==> config.mk <==
export PLATFORM = sky130hd
export DESIGN_NAME = control_unit
export DESIGN_NICKNAME = d
export VERILOG_FILES = /design/src/hdl/cpu_ctrl_pkg.sv /design/src/hdl/control_unit.sv /design/src/hdl/ctrl_sequencer.sv /design/src/hdl/ctrl_word_gen.sv /design/src/hdl/instr_decoder.sv /design/src/hdl/step_counter.sv
export VERILOG_INCLUDE_DIRS = /design/src /design/src/include
export SDC_FILE = /design/constraint.sdc
export NUM_CORES = 1
export LEC_CHECK = 0
export BUFFER_PORTS_ARGS = -buffer_cell sky130_fd_sc_hd__buf_2
export CORE_AREA = 2 2 57 81
export CTS_CLUSTER_SIZE = 28
export DETAILED_ROUTE_END_ITERATION = 8
export DIE_AREA = 0 0 59 83
export PLACE_DENSITY = 0.83
export SETUP_SLACK_MARGIN = 0.5
export SLEW_MARGIN = 20
export SYNTH_ARGS = -nofsm -noshare
export SYNTH_HDL_FRONTEND = slang
export SYNTH_HIERARCHICAL = 1
export SYNTH_SLANG_ARGS = --single-unit
==> constraint.sdc <==
create_clock -name clk -period 2.9 [get_ports clk]
set_input_delay 0.29 -clock clk [delete_from_list [all_inputs] [get_ports clk]]
set_output_delay 0.29 -clock clk [all_outputs]
set_load 0.01 [all_outputs]
==> src/include/cpu_ctrl_consts.svh <==
`ifndef CPU_CTRL_CONSTS_SVH
`define CPU_CTRL_CONSTS_SVH

// Opcodes
`define OP_R                    6'b000000
`define OP_ADDI                 6'b001000
`define OP_LW                   6'b100011
`define OP_SW                   6'b101011
`define OP_BEQ                  6'b000100
`define OP_BNE                  6'b000101
`define OP_J                    6'b000010

// R-type funct field
`define FUNCT_ADD               6'b100000
`define FUNCT_SUB               6'b100010
`define FUNCT_AND               6'b100100
`define FUNCT_SLT               6'b101010

// Memory address mux
`define ADDR_SEL_PC             3'b000
`define ADDR_SEL_ALU_OUT        3'b001
`define ADDR_SEL_VEC_ILLEGAL    3'b010
`define ADDR_SEL_VEC_OVERFLOW   3'b011

// PC source mux
`define PC_SEL_ALU_OUT          2'b01
`define PC_SEL_ALU_RESULT       2'b10
`define PC_SEL_JUMP             2'b11

// Register file write port
`define WR_SEL_RT               2'b00
`define WR_SEL_RD               2'b11
`define WD_SEL_ALU_OUT          3'b010
`define WD_SEL_MDR              3'b011

// ALU operands
`define SRC1_PC                 2'b00
`define SRC1_A                  2'b01
`define SRC2_B                  2'b00
`define SRC2_FOUR               2'b01
`define SRC2_IMM                2'b10
`define SRC2_IMM_SHIFTED        2'b11

// Cycles per phase
`define FETCH_STEPS             4
`define DECODE_STEPS            2
`define MEM_WAIT_LAST           3
`define EXC_STEPS               5
`define STEP_W                  3

`endif

==> src/hdl/cpu_ctrl_pkg.sv <==
`default_nettype none

package cpu_ctrl_pkg;

    typedef enum logic [1:0] {
        PHASE_FETCH     = 2'd0,
        PHASE_DECODE    = 2'd1,
        PHASE_EXECUTE   = 2'd2,
        PHASE_EXCEPTION = 2'd3
    } phase_e;

    typedef enum logic [3:0] {
        CLS_ADD     = 4'd0,
        CLS_SUB     = 4'd1,
        CLS_AND     = 4'd2,
        CLS_SLT     = 4'd3,
        CLS_ADDI    = 4'd4,
        CLS_LW      = 4'd5,
        CLS_SW      = 4'd6,
        CLS_BEQ     = 4'd7,
        CLS_BNE     = 4'd8,
        CLS_J       = 4'd9,
        CLS_ILLEGAL = 4'd10
    } instr_class_e;

    typedef enum logic {
        CAUSE_OVERFLOW = 1'b0,
        CAUSE_ILLEGAL  = 1'b1
    } exc_cause_e;

    typedef enum logic [2:0] {
        ALU_PASS = 3'b000,
        ALU_ADD  = 3'b001,
        ALU_SUB  = 3'b010,
        ALU_AND  = 3'b011,
        ALU_SLT  = 3'b110
    } alu_op_e;

    typedef struct packed {
        logic [2:0] address_sel;
        logic [1:0] alu_src1;
        logic [1:0] alu_src2;
        logic [1:0] pc_sel;
        logic [1:0] wr_reg_sel;
        logic [2:0] wd_reg_sel;
        logic [1:0] a_sel;
        logic       b_sel;
        logic       extend;
        logic       wd_memory;
    } mux_sel_t;

    typedef struct packed {
        logic address_rg;
        logic epc;
        logic mdr;
        logic ir;
        logic a;
        logic b;
        logic alu_out;
    } load_en_t;

    typedef struct packed {
        mux_sel_t sel;
        load_en_t load;
        logic     memory_wr;
        logic     reg_wr;
        logic     pc_write;
        logic     is_beq;
        logic     is_bne;
        alu_op_e  alu_op;
    } ctrl_word_t;

    // Instructions whose address or result add can overflow
    function automatic logic tests_overflow(instr_class_e c);
        return c inside {CLS_ADD, CLS_SUB, CLS_ADDI, CLS_LW, CLS_SW};
    endfunction

endpackage

`default_nettype wire

==> src/hdl/control_unit.sv <==
`timescale 1ns/1ps
`default_nettype none

`include "cpu_ctrl_consts.svh"

module control_unit (
    input  logic                     clk,
    input  logic                     reset_in,
    input  logic [5:0]               opcode,
    input  logic [15:0]              immediate,
    input  logic                     overflow,
    output cpu_ctrl_pkg::ctrl_word_t ctrl
);

    cpu_ctrl_pkg::instr_class_e instr_class;
    cpu_ctrl_pkg::instr_class_e cur_class;
    cpu_ctrl_pkg::phase_e       phase;
    cpu_ctrl_pkg::exc_cause_e   cause;
    logic [`STEP_W-1:0]         step;
    logic                       clear;
    logic                       advance;

    instr_decoder i_instr_decoder (
        .opcode      (opcode),
        .immediate   (immediate),
        .instr_class (instr_class)
    );

    step_counter i_step_counter (
        .clk      (clk),
        .reset_in (reset_in),
        .clear    (clear),
        .advance  (advance),
        .step     (step)
    );

    ctrl_sequencer i_ctrl_sequencer (
        .clk         (clk),
        .reset_in    (reset_in),
        .instr_class (instr_class),
        .overflow    (overflow),
        .step        (step),
        .phase       (phase),
        .cur_class   (cur_class),
        .cause       (cause),
        .clear       (clear),
        .advance     (advance)
    );

    ctrl_word_gen i_ctrl_word_gen (
        .clk       (clk),
        .reset_in  (reset_in),
        .phase     (phase),
        .cur_class (cur_class),
        .cause     (cause),
        .step      (step),
        .overflow  (overflow),
        .ctrl      (ctrl)
    );

endmodule

`default_nettype wire

==> src/hdl/ctrl_sequencer.sv <==
`timescale 1ns/1ps
`default_nettype none

`include "cpu_ctrl_consts.svh"

module ctrl_sequencer (
    input  logic                       clk,
    input  logic                       reset_in,
    input  cpu_ctrl_pkg::instr_class_e instr_class,
    input  logic                       overflow,
    input  logic [`STEP_W-1:0]         step,
    output cpu_ctrl_pkg::phase_e       phase,
    output cpu_ctrl_pkg::instr_class_e cur_class,
    output cpu_ctrl_pkg::exc_cause_e   cause,
    output logic                       clear,
    output logic                       advance
);

    import cpu_ctrl_pkg::*;

    localparam logic [`STEP_W-1:0] FETCH_LAST  = `FETCH_STEPS - 1;
    localparam logic [`STEP_W-1:0] DECODE_LAST = `DECODE_STEPS - 1;
    localparam logic [`STEP_W-1:0] EXC_LAST    = `EXC_STEPS - 1;
    localparam logic [`STEP_W-1:0] LW_LAST     = `MEM_WAIT_LAST + 2;
    localparam logic [`STEP_W-1:0] OVF_STEP    = 1;

    phase_e             phase_next;
    exc_cause_e         cause_next;
    logic [`STEP_W-1:0] exec_last;
    logic               decode_done;

    assign decode_done = (phase == PHASE_DECODE) && (step == DECODE_LAST);

    // Length of execute depends on the latched class
    always_comb begin
        case (cur_class)
            CLS_LW:                  exec_last = LW_LAST;
            CLS_BEQ, CLS_BNE, CLS_J: exec_last = '0;
            default:                 exec_last = OVF_STEP;
        endcase
    end

    always_comb begin
        phase_next = phase;
        cause_next = cause;
        case (phase)
            PHASE_FETCH: begin
                if (step == FETCH_LAST) begin
                    phase_next = PHASE_DECODE;
                end
            end
            PHASE_DECODE: begin
                if (decode_done) begin
                    if (instr_class == CLS_ILLEGAL) begin
                        phase_next = PHASE_EXCEPTION;
                        cause_next = CAUSE_ILLEGAL;
                    end else begin
                        phase_next = PHASE_EXECUTE;
                    end
                end
            end
            PHASE_EXECUTE: begin
                if (step == OVF_STEP && tests_overflow(cur_class) && overflow) begin
                    phase_next = PHASE_EXCEPTION;
                    cause_next = CAUSE_OVERFLOW;
                end else if (step == exec_last) begin
                    phase_next = PHASE_FETCH;
                end
            end
            default: begin
                if (step == EXC_LAST) begin
                    phase_next = PHASE_FETCH;
                end
            end
        endcase
    end

    // Step restarts on every phase change
    assign clear   = (phase_next != phase);
    assign advance = !clear;

    always_ff @(posedge clk) begin
        if (reset_in) begin
            phase     <= PHASE_FETCH;
            cause     <= CAUSE_OVERFLOW;
            cur_class <= CLS_ILLEGAL;
        end else begin
            phase <= phase_next;
            cause <= cause_next;
            if (decode_done) begin
                cur_class <= instr_class;
            end
        end
    end

endmodule

`default_nettype wire

==> src/hdl/ctrl_word_gen.sv <==
`timescale 1ns/1ps
`default_nettype none

`include "cpu_ctrl_consts.svh"

module ctrl_word_gen (
    input  logic                       clk,
    input  logic                       reset_in,
    input  cpu_ctrl_pkg::phase_e       phase,
    input  cpu_ctrl_pkg::instr_class_e cur_class,
    input  cpu_ctrl_pkg::exc_cause_e   cause,
    input  logic [`STEP_W-1:0]         step,
    input  logic                       overflow,
    output cpu_ctrl_pkg::ctrl_word_t   ctrl
);

    import cpu_ctrl_pkg::*;

    localparam logic [`STEP_W-1:0] FETCH_LAST = `FETCH_STEPS - 1;
    localparam logic [`STEP_W-1:0] EXC_LAST   = `EXC_STEPS - 1;
    localparam logic [`STEP_W-1:0] MEM_LAST   = `MEM_WAIT_LAST;
    localparam logic [`STEP_W-1:0] OVF_STEP   = 1;

    ctrl_word_t ctrl_next;
    alu_op_e    r_op;
    logic [2:0] vec_sel;

    // First execute cycle, A op src2 into alu_out
    function automatic ctrl_word_t alu_stage(ctrl_word_t w, logic [1:0] src2, alu_op_e op);
        ctrl_word_t r;
        r              = w;
        r.sel.alu_src1 = `SRC1_A;
        r.sel.alu_src2 = src2;
        r.sel.extend   = (src2 != `SRC2_B);
        r.alu_op       = op;
        r.load.alu_out = 1'b1;
        return r;
    endfunction

    always_comb begin
        case (cur_class)
            CLS_SUB: r_op = ALU_SUB;
            CLS_AND: r_op = ALU_AND;
            CLS_SLT: r_op = ALU_SLT;
            default: r_op = ALU_ADD;
        endcase
    end

    assign vec_sel = (cause == CAUSE_ILLEGAL) ? `ADDR_SEL_VEC_ILLEGAL : `ADDR_SEL_VEC_OVERFLOW;

    always_comb begin
        // Selects hold their last value, strobes drop
        ctrl_next           = ctrl;
        ctrl_next.load      = '0;
        ctrl_next.memory_wr = 1'b0;
        ctrl_next.reg_wr    = 1'b0;
        ctrl_next.pc_write  = 1'b0;
        ctrl_next.is_beq    = 1'b0;
        ctrl_next.is_bne    = 1'b0;

        case (phase)
            PHASE_FETCH: begin
                if (step < FETCH_LAST) begin
                    ctrl_next.sel.address_sel = `ADDR_SEL_PC;
                    ctrl_next.sel.alu_src1    = `SRC1_PC;
                    ctrl_next.sel.alu_src2    = `SRC2_FOUR;
                    ctrl_next.alu_op          = ALU_ADD;
                    ctrl_next.load.address_rg = 1'b1;
                    ctrl_next.load.alu_out    = 1'b1;
                end else begin
                    ctrl_next.sel.pc_sel = `PC_SEL_ALU_RESULT;
                    ctrl_next.load.ir    = 1'b1;
                    ctrl_next.pc_write   = 1'b1;
                end
            end
            PHASE_DECODE: begin
                if (step == '0) begin
                    // Branch target ahead of time
                    ctrl_next.sel.extend   = 1'b1;
                    ctrl_next.sel.alu_src1 = `SRC1_PC;
                    ctrl_next.sel.alu_src2 = `SRC2_IMM_SHIFTED;
                    ctrl_next.alu_op       = ALU_ADD;
                    ctrl_next.load.alu_out = 1'b1;
                end else begin
                    // A and B from the register file read ports
                    ctrl_next.sel.a_sel = 2'b01;
                    ctrl_next.sel.b_sel = 1'b0;
                    ctrl_next.load.a    = 1'b1;
                    ctrl_next.load.b    = 1'b1;
                end
            end
            PHASE_EXECUTE: begin
                if (step == OVF_STEP && tests_overflow(cur_class) && overflow) begin
                    // Overflow cycle stays quiet
                end else begin
                    case (cur_class)
                        CLS_ADD, CLS_SUB, CLS_AND, CLS_SLT: begin
                            if (step == '0) begin
                                ctrl_next = alu_stage(ctrl_next, `SRC2_B, r_op);
                            end else begin
                                ctrl_next.sel.wr_reg_sel = `WR_SEL_RD;
                                ctrl_next.sel.wd_reg_sel = `WD_SEL_ALU_OUT;
                                ctrl_next.reg_wr         = 1'b1;
                            end
                        end
                        CLS_ADDI: begin
                            if (step == '0) begin
                                ctrl_next = alu_stage(ctrl_next, `SRC2_IMM, ALU_ADD);
                            end else begin
                                ctrl_next.sel.wr_reg_sel = `WR_SEL_RT;
                                ctrl_next.sel.wd_reg_sel = `WD_SEL_ALU_OUT;
                                ctrl_next.reg_wr         = 1'b1;
                            end
                        end
                        CLS_LW: begin
                            if (step == '0) begin
                                ctrl_next = alu_stage(ctrl_next, `SRC2_IMM, ALU_ADD);
                            end else if (step <= MEM_LAST) begin
                                ctrl_next.sel.address_sel = `ADDR_SEL_ALU_OUT;
                            end else if (step == MEM_LAST + 1'b1) begin
                                ctrl_next.sel.address_sel = `ADDR_SEL_ALU_OUT;
                                ctrl_next.load.mdr        = 1'b1;
                            end else begin
                                ctrl_next.sel.wr_reg_sel = `WR_SEL_RT;
                                ctrl_next.sel.wd_reg_sel = `WD_SEL_MDR;
                                ctrl_next.reg_wr         = 1'b1;
                            end
                        end
                        CLS_SW: begin
                            if (step == '0) begin
                                ctrl_next = alu_stage(ctrl_next, `SRC2_IMM, ALU_ADD);
                            end else begin
                                ctrl_next.sel.address_sel = `ADDR_SEL_ALU_OUT;
                                ctrl_next.sel.wd_memory   = 1'b0;
                                ctrl_next.memory_wr       = 1'b1;
                            end
                        end
                        CLS_BEQ, CLS_BNE: begin
                            // Compare A and B, target already in alu_out
                            ctrl_next.sel.alu_src1 = `SRC1_A;
                            ctrl_next.sel.alu_src2 = `SRC2_B;
                            ctrl_next.sel.pc_sel   = `PC_SEL_ALU_OUT;
                            ctrl_next.alu_op       = ALU_SUB;
                            ctrl_next.is_beq       = (cur_class == CLS_BEQ);
                            ctrl_next.is_bne       = (cur_class == CLS_BNE);
                        end
                        CLS_J: begin
                            ctrl_next.sel.pc_sel = `PC_SEL_JUMP;
                            ctrl_next.pc_write   = 1'b1;
                        end
                        default: begin
                        end
                    endcase
                end
            end
            default: begin
                if (step < EXC_LAST) begin
                    ctrl_next.sel.address_sel = vec_sel;
                    if (step == EXC_LAST - 1'b1) begin
                        ctrl_next.load.epc = 1'b1;
                        ctrl_next.load.mdr = 1'b1;
                    end
                end else begin
                    ctrl_next.sel.extend = 1'b0;
                    ctrl_next.sel.pc_sel = `PC_SEL_ALU_OUT;
                    ctrl_next.pc_write   = 1'b1;
                end
            end
        endcase
    end

    always_ff @(posedge clk) begin
        if (reset_in) begin
            ctrl <= '0;
        end else begin
            ctrl <= ctrl_next;
        end
    end

endmodule

`default_nettype wire

==> src/hdl/instr_decoder.sv <==
`timescale 1ns/1ps
`default_nettype none

`include "cpu_ctrl_consts.svh"

module instr_decoder (
    input  logic [5:0]                 opcode,
    input  logic [15:0]                immediate,
    output cpu_ctrl_pkg::instr_class_e instr_class
);

    import cpu_ctrl_pkg::*;

    logic [5:0] funct;

    // funct sits in the low bits of the immediate field
    assign funct = immediate[5:0];

    always_comb begin
        case (opcode)
            `OP_R: begin
                case (funct)
                    `FUNCT_ADD: instr_class = CLS_ADD;
                    `FUNCT_SUB: instr_class = CLS_SUB;
                    `FUNCT_AND: instr_class = CLS_AND;
                    `FUNCT_SLT: instr_class = CLS_SLT;
                    default:    instr_class = CLS_ILLEGAL;
                endcase
            end
            `OP_ADDI: instr_class = CLS_ADDI;
            `OP_LW:   instr_class = CLS_LW;
            `OP_SW:   instr_class = CLS_SW;
            `OP_BEQ:  instr_class = CLS_BEQ;
            `OP_BNE:  instr_class = CLS_BNE;
            `OP_J:    instr_class = CLS_J;
            default:  instr_class = CLS_ILLEGAL;
        endcase
    end

endmodule

`default_nettype wire

==> src/hdl/step_counter.sv <==
`timescale 1ns/1ps
`default_nettype none

`include "cpu_ctrl_consts.svh"

module step_counter (
    input  logic               clk,
    input  logic               reset_in,
    input  logic               clear,
    input  logic               advance,
    output logic [`STEP_W-1:0] step
);

    localparam logic [`STEP_W-1:0] STEP_MAX = {`STEP_W{1'b1}};

    always_ff @(posedge clk) begin
        if (reset_in) begin
            step <= '0;
        end else if (clear) begin
            step <= '0;
        end else if (advance && step != STEP_MAX) begin
            // Holds at the top instead of wrapping
            step <= step + 1'b1;
        end
    end

endmodule

`default_nettype wire

=== Word level (Yosys, flattened, before mapping) ===
Index checks and enable logic that the tools add are counted.

* Register bits after elaboration: 44
* Input bits: 25
* Output and inout port bits: 34
* Logic and storage cells: 210

* Add/subtract/negate cells: 1
* Order comparisons: 3
* Equal/unequal tests: 59
* Multiplexer cells: 81
* Bitwise logic cells: 9
* Reduce and logical (&&, ||, !) cells: 30

{| class="wikitable"
|+ Operators by type and width
! operator !! count
|-
| $pmux 19 s4 || 1
|-
| $eq 6x6->1 const B || 6
|-
| $reduce_and 9->1 || 4
|-
| $mux 34 || 1
|-
| $mux 3 || 11
|-
| $pmux 4 s7 || 1
|-
| $pmux 3 s3 || 3
|-
| $mux 5 || 5
|-
| $ne 2x2->1 const B || 12
|-
| $mux 2 || 11
|-
| $mux 1 || 20
|-
| $mux 10 || 2
|-
| $pmux 4 s5 || 1
|-
| $pmux 5 s4 || 1
|-
| $mux 6 || 3
|-
| $ne 3x2->1 const B || 6
|-
| $eq 4x3->1 const B || 4
|-
| $pmux 4 s4 || 1
|-
| $mux 15 || 1
|-
| $ne 3x3->1 const B || 5
|-
| $eq 4x4->1 const B || 3
|-
| $eq 6x3->1 const B || 2
|-
| $pmux 2 s3 || 2
|-
| $pmux 2 s6 || 1
|-
| 48 further kinds || 76
|}

=== Longest topological paths before layout ===
* Depth after elaboration: 10
* Mapped depth: 8
* Gate-level depth less buffers: 7

=== Hierarchy ===
Netlist, hierarchy kept.

{| class="wikitable"
|+ By module, submodules not included
! module !! instances !! cells each !! area an instance (um^2) !! sequential area each (um^2)
|-
| ctrl_word_gen || 1 || 176 || 1451.4 || 520.5
|-
| ctrl_sequencer || 1 || 63 || 538.0 || 140.1
|-
| instr_decoder || 1 || 22 || 177.7 || 0.0
|-
| step_counter || 1 || 12 || 142.6 || 60.1
|}

=== Least setup slack after synthesis ===
OpenSTA, ideal clock, no wires.

* Path type: register -> register
* From: reg i_ctrl_sequencer.phase[1]
* To: reg, netlist name i_ctrl_word_gen/ctrl[28]
* Setup time: 116 ps
* Data arrival time: 1776 ps
* Required time: 2784 ps
* Path slack: 1008 ps
* Stages on the path, launching flop included: 8
* Path buffers: 1
* Period minus slack after synthesis: 1892 ps
* Cell sequence: dfxtp_1 ha_1 nor2b_1 a21oi_1 o2111ai_1 buf_2 nor3_1 a31o_2

* Longest elaborated chain between the ends: 3
* Elaborated cells between the ends (all ways): 14
* Classes of those cells: 10 x eq/ne; 1 x mux; 3 x reduce/logical

{| class="wikitable"
|+ Ends and longest elaborated chain
! element !! line !! source
|-
| start, declared || ctrl_sequencer.sv:12 || <nowiki>output cpu_ctrl_pkg::phase_e phase,</nowiki>
|-
| start signal, assigned || ctrl_sequencer.sv:88 || <nowiki>phase <= phase_next;</nowiki>
|-
| $eq 2x2->1, or another cell as far along || ctrl_word_gen.sv:61 || <nowiki>case (phase)</nowiki>
|-
| $ne 6x1->1 (no source line), or another cell as far along || -- ||
|-
| $reduce_and 9->1 (no source line) || -- ||
|}

Parallel ways exist; a longest one is shown, timed or not.
A chain may end at the register's enable or synchronous reset.

=== Worst setup path after layout ===
* From: reg i_ctrl_sequencer.phase[1]
* To: reg, netlist name i_ctrl_word_gen/ctrl[31]

* Longest elaborated chain between the ends: 3
* Elaborated cells between the ends (all ways): 15
* Classes of those cells: 10 x eq/ne; 1 x mux; 1 x bitwise; 3 x reduce/logical

{| class="wikitable"
|+ Ends and longest elaborated chain
! element !! line
|-
| $eq 2x2->1, or another cell as far along || ctrl_word_gen.sv:61
|-
| $ne 4x3->1 (no source line), or another cell as far along || --
|-
| $reduce_and 10->1 (no source line) || --
|}

Parallel ways exist; a longest one is shown, timed or not.

==> results_dict.tcl <==
set metrics [dict create \
    fmaxAchievable_ghz 0.446 \
    row_count 28 \
    grt_pass1_vias 2053 \
    drt_iter0_markers 135 \
    use_met3 0.0343 \
    irDropWorstVdd_mv 0.332 \
    postCtsSetupBuffers 0 \
    wl_per_cell_um 15.2 \
    design_area_mm2 0.00261 \
    gp_congestion 0.875 \
    cap_violations 0 \
    clock_path_buffers 2 \
    grt-ovfl-total 0 \
    vias 2245 \
    initial_utilization 0.559 \
    synth_edf_count 0 \
    insertion_delay_ns 0.29 \
    setup_tns_ns 0 \
    period_needed_ns 2.24 \
    cts_buffers 5 \
    hpwl_um 3990 \
    grt_pass1_wl_um 8980 \
    layout-drive-gt1-share 0.249 \
    syn_to_final_growth_pct 13.1 \
    finalCritPeriodShare 0.773 \
    reg2regPathDepth 7 \
    routed_wl_um 5430 \
    finalSetupViolations 0 \
    dp.cells 351 \
    rsz0062_at_grt "false" \
    cts_resized 0 \
    place_area_mm2 0.00253 \
    synthFlopType "dfxtp_1" \
    setup_ws_ns 0.659 \
    netlist_instances 273 \
    powerDensity_mw_per_mm2 659 \
    dieArea_mm2 0.00490 \
    holdPathStages 2 \
    synth_area_mm2 0.00231 \
    dieHeight_um 83 \
    yosys_warnings 6 \
    holdCritStartpoint "reset_in" \
    reg2reg_slack_ns 0.66 \
    yosysUniqueCellTypes 79 \
    num_io_pins 59 \
    worst_path_largest_cell_delay_ns 0.65 \
    finalHoldViolations 0 \
    cts-htree-levels 2 \
    min_to "i_ctrl_word_gen/ctrl[21]" \
    die_w_um 59 \
    cp-end-kind "flop" \
    worstSetupPathType "reg -> reg" \
    fin_nets 345 \
    async_flop_share 0 \
    dp_slack_ns 0.724 \
    syn_avg_cell_area_um2 8.46 \
    drc_errors 0 \
    clock_sink_count 36 \
    static-leakage-power_nw 1.10 \
    clk_pin_slew_ns 0.07 \
    grt_max_degree 22 \
    met1_usage 0.255 \
    critPathLaunchType "flop" \
    antenna_found_initial 0 \
    required_ns 3.10 \
    critPathSlowestCell "dfxtp_1" \
    io_buffers 42 \
    rr_endpoint "i_ctrl_word_gen/ctrl[31]" \
    arrival_ns 2.44 \
    min_path_type "in -> reg" \
    slew_headroom 0.528 \
    ys_seq_area_frac 0.312 \
    cts_tree "built" \
    clock_skew_ns 0.00589 \
    gr-usage-met2 0.400 \
    cts_hold_buffers 0 \
    fin_cells 358 \
    crit_fanout 14 \
    dr.pass1.iters 4 \
    finish.utilization 0.632 \
    diodes 0 \
    status "complete, no violations" \
    slew_violations 0 \
    grt_usage 0.232 \
    clock-root-buffer "clkbuf_8" \
    synth_seq_cells 36 \
    r2r_start "i_ctrl_sequencer/phase[1]" \
    via_per_inst 6.27 \
    path_cells "ha_1 > buf_4 > nand2b_1 > a211oi_2 > and4b_1 > a211o_1 > o41ai_2" \
    core_area_mm2 0.00413 \
    busiest_layer "met2" \
    worst_pin_slew_ns 0.706 \
    antenna_left 0 \
]
state kept, by name, summed over array words and instances (netlist names):
signal,flops
i_ctrl_sequencer/cause,1
i_step_counter/step,3
i_ctrl_sequencer/cur_class,4
i_ctrl_sequencer/phase,2
i_ctrl_word_gen/ctrl,26
synthesized netlist by cell type (2+ instances only):
cell type	count	area, µm²
or2_2	3	18.8
mux2i_1	6	60.1
a21boi_0	2	15.0
nor2b_1	4	25.0
o21ai_0	9	45.0
nor2_1	25	93.8
nor3_1	11	55.1
dfxtp_1	36	721
o21a_1	2	15.0
clkbuf_1	6	22.5
o2bb2ai_1	2	17.5
o2111a_1	2	22.5
nor4_1	2	12.5
nand3_1	3	15.0
buf_2	7	35.0
and2_1	2	12.5
inv_1	16	60.1
o2111ai_1	2	17.5
xnor2_1	2	17.5
nand2_1	15	56.3
nand3b_1	3	22.5
buf_4	8	60.1
a2111oi_0	2	17.5
nand4_1	2	12.5
and4_1	2	17.5
a211o_1	5	43.8
o21bai_1	2	15.0
o21ai_1	3	15.0
o41ai_1	3	26.3
nand2b_1	7	43.8
or3_1	2	12.5
or4b_1	2	20.0
a21oi_1	16	80.1
ha_1	7	87.6
o211ai_1	7	52.6
and3_1	2	12.5
how the worst max path moves through the flow:
| stage | from | to | slack [ns] | cells past startpoint |
|---|---|---|---|---|
| global route | i_ctrl_sequencer/phase[1] | i_ctrl_word_gen/ctrl[2] | 0.53 | 7 |
| detailed placement | i_ctrl_sequencer/cur_class[3] | i_step_counter/step[2] | 0.72 | 7 |
| finish | i_ctrl_sequencer/phase[1] | i_ctrl_word_gen/ctrl[31] | 0.66 | 7 |
| floorplan | i_ctrl_sequencer/phase[1] | i_ctrl_word_gen/ctrl[28] | 1.01 | 7 |
| CTS | i_ctrl_sequencer/cur_class[3] | i_step_counter/step[2] | 0.70 | 7 |
| global placement | i_ctrl_sequencer/phase[1] | i_ctrl_word_gen/ctrl[31] | 0.77 | 7 |
metal layers:
layer	share of wire	vias to the layer above
met5	0	-
met4	0.045	0
met3	0.051	22
met2	0.53	100
met1	0.37	1044
li1	-	1079
per-stage QoR:
step	hold WS [ns]	power [W]
floorplan	0.367	0.00120
global placement	0.438	0.00137
detailed placement	0.443	0.00139
CTS	0.358	0.00173
global route	0.377	0.00183
finish	0.368	0.00172
logic make-up after synthesis:
| logic type | after synthesis | synth area share |
|---|---|---|
| muxes | 7 | 0.0309 |
| DFF | 36 | 0.312 |
| and+or+nand+nor | 104 | 0.271 |
| adders and majority gates | 7 | 0.0379 |
| buffers and inverters | 38 | 0.0785 |
| other | 1 | 0.00162 |
| AOI/OAI and AO/OA | 78 | 0.260 |
| xor gates and xnor gates | 2 | 0.00759 |
area by class of cell:
class                           count  area (µm²)
Timing Repair Buffer               50         270
Tap cell                           45        56.3
Fill cell                         383        1520
Clock inverter                      1        5.00
Clock buffer                        6        72.6
Sequential cell                    36         721
Multi-Input combinational cell    204        1430
Inverter                           16        60.1
critical path, delay by kind of cell, from the launching register on:
family	cells	cell delay [ns]
fa+ha+maj	1	0.27
simple gates	2	0.38
buf+inv	1	0.19
compound gates	3	0.66
flops	1	0.65
where the power goes:
part | internal, W | total, W | switching (W)
Sequential | 0.000566 | 0.000688 | 0.000122
Clock | 0.000163 | 0.000332 | 0.000168
Combinational | 0.000306 | 0.000702 | 0.000397
Total | 0.00103 | 0.00172 | 0.000687
cell usage in the layout, fill, tap and decap left out, types with 3 or more instances in the layout:
cell type,count
nor2b_1,4
nand2_1,15
buf_2,42
mux2i_1,6
o21ai_1,3
inv_1,16
o41ai_1,3
o21ai_0,9
conb_1,6
nand3b_1,3
nor3_1,11
a211o_1,5
o211ai_1,7
dfxtp_1,36
buf_4,8
clkbuf_8,5
nor2_1,25
or2_2,3
nand3_1,3
ha_1,7
a21oi_1,16
nand2b_1,7
No activity file was read; power rests on OpenSTA's default activity.
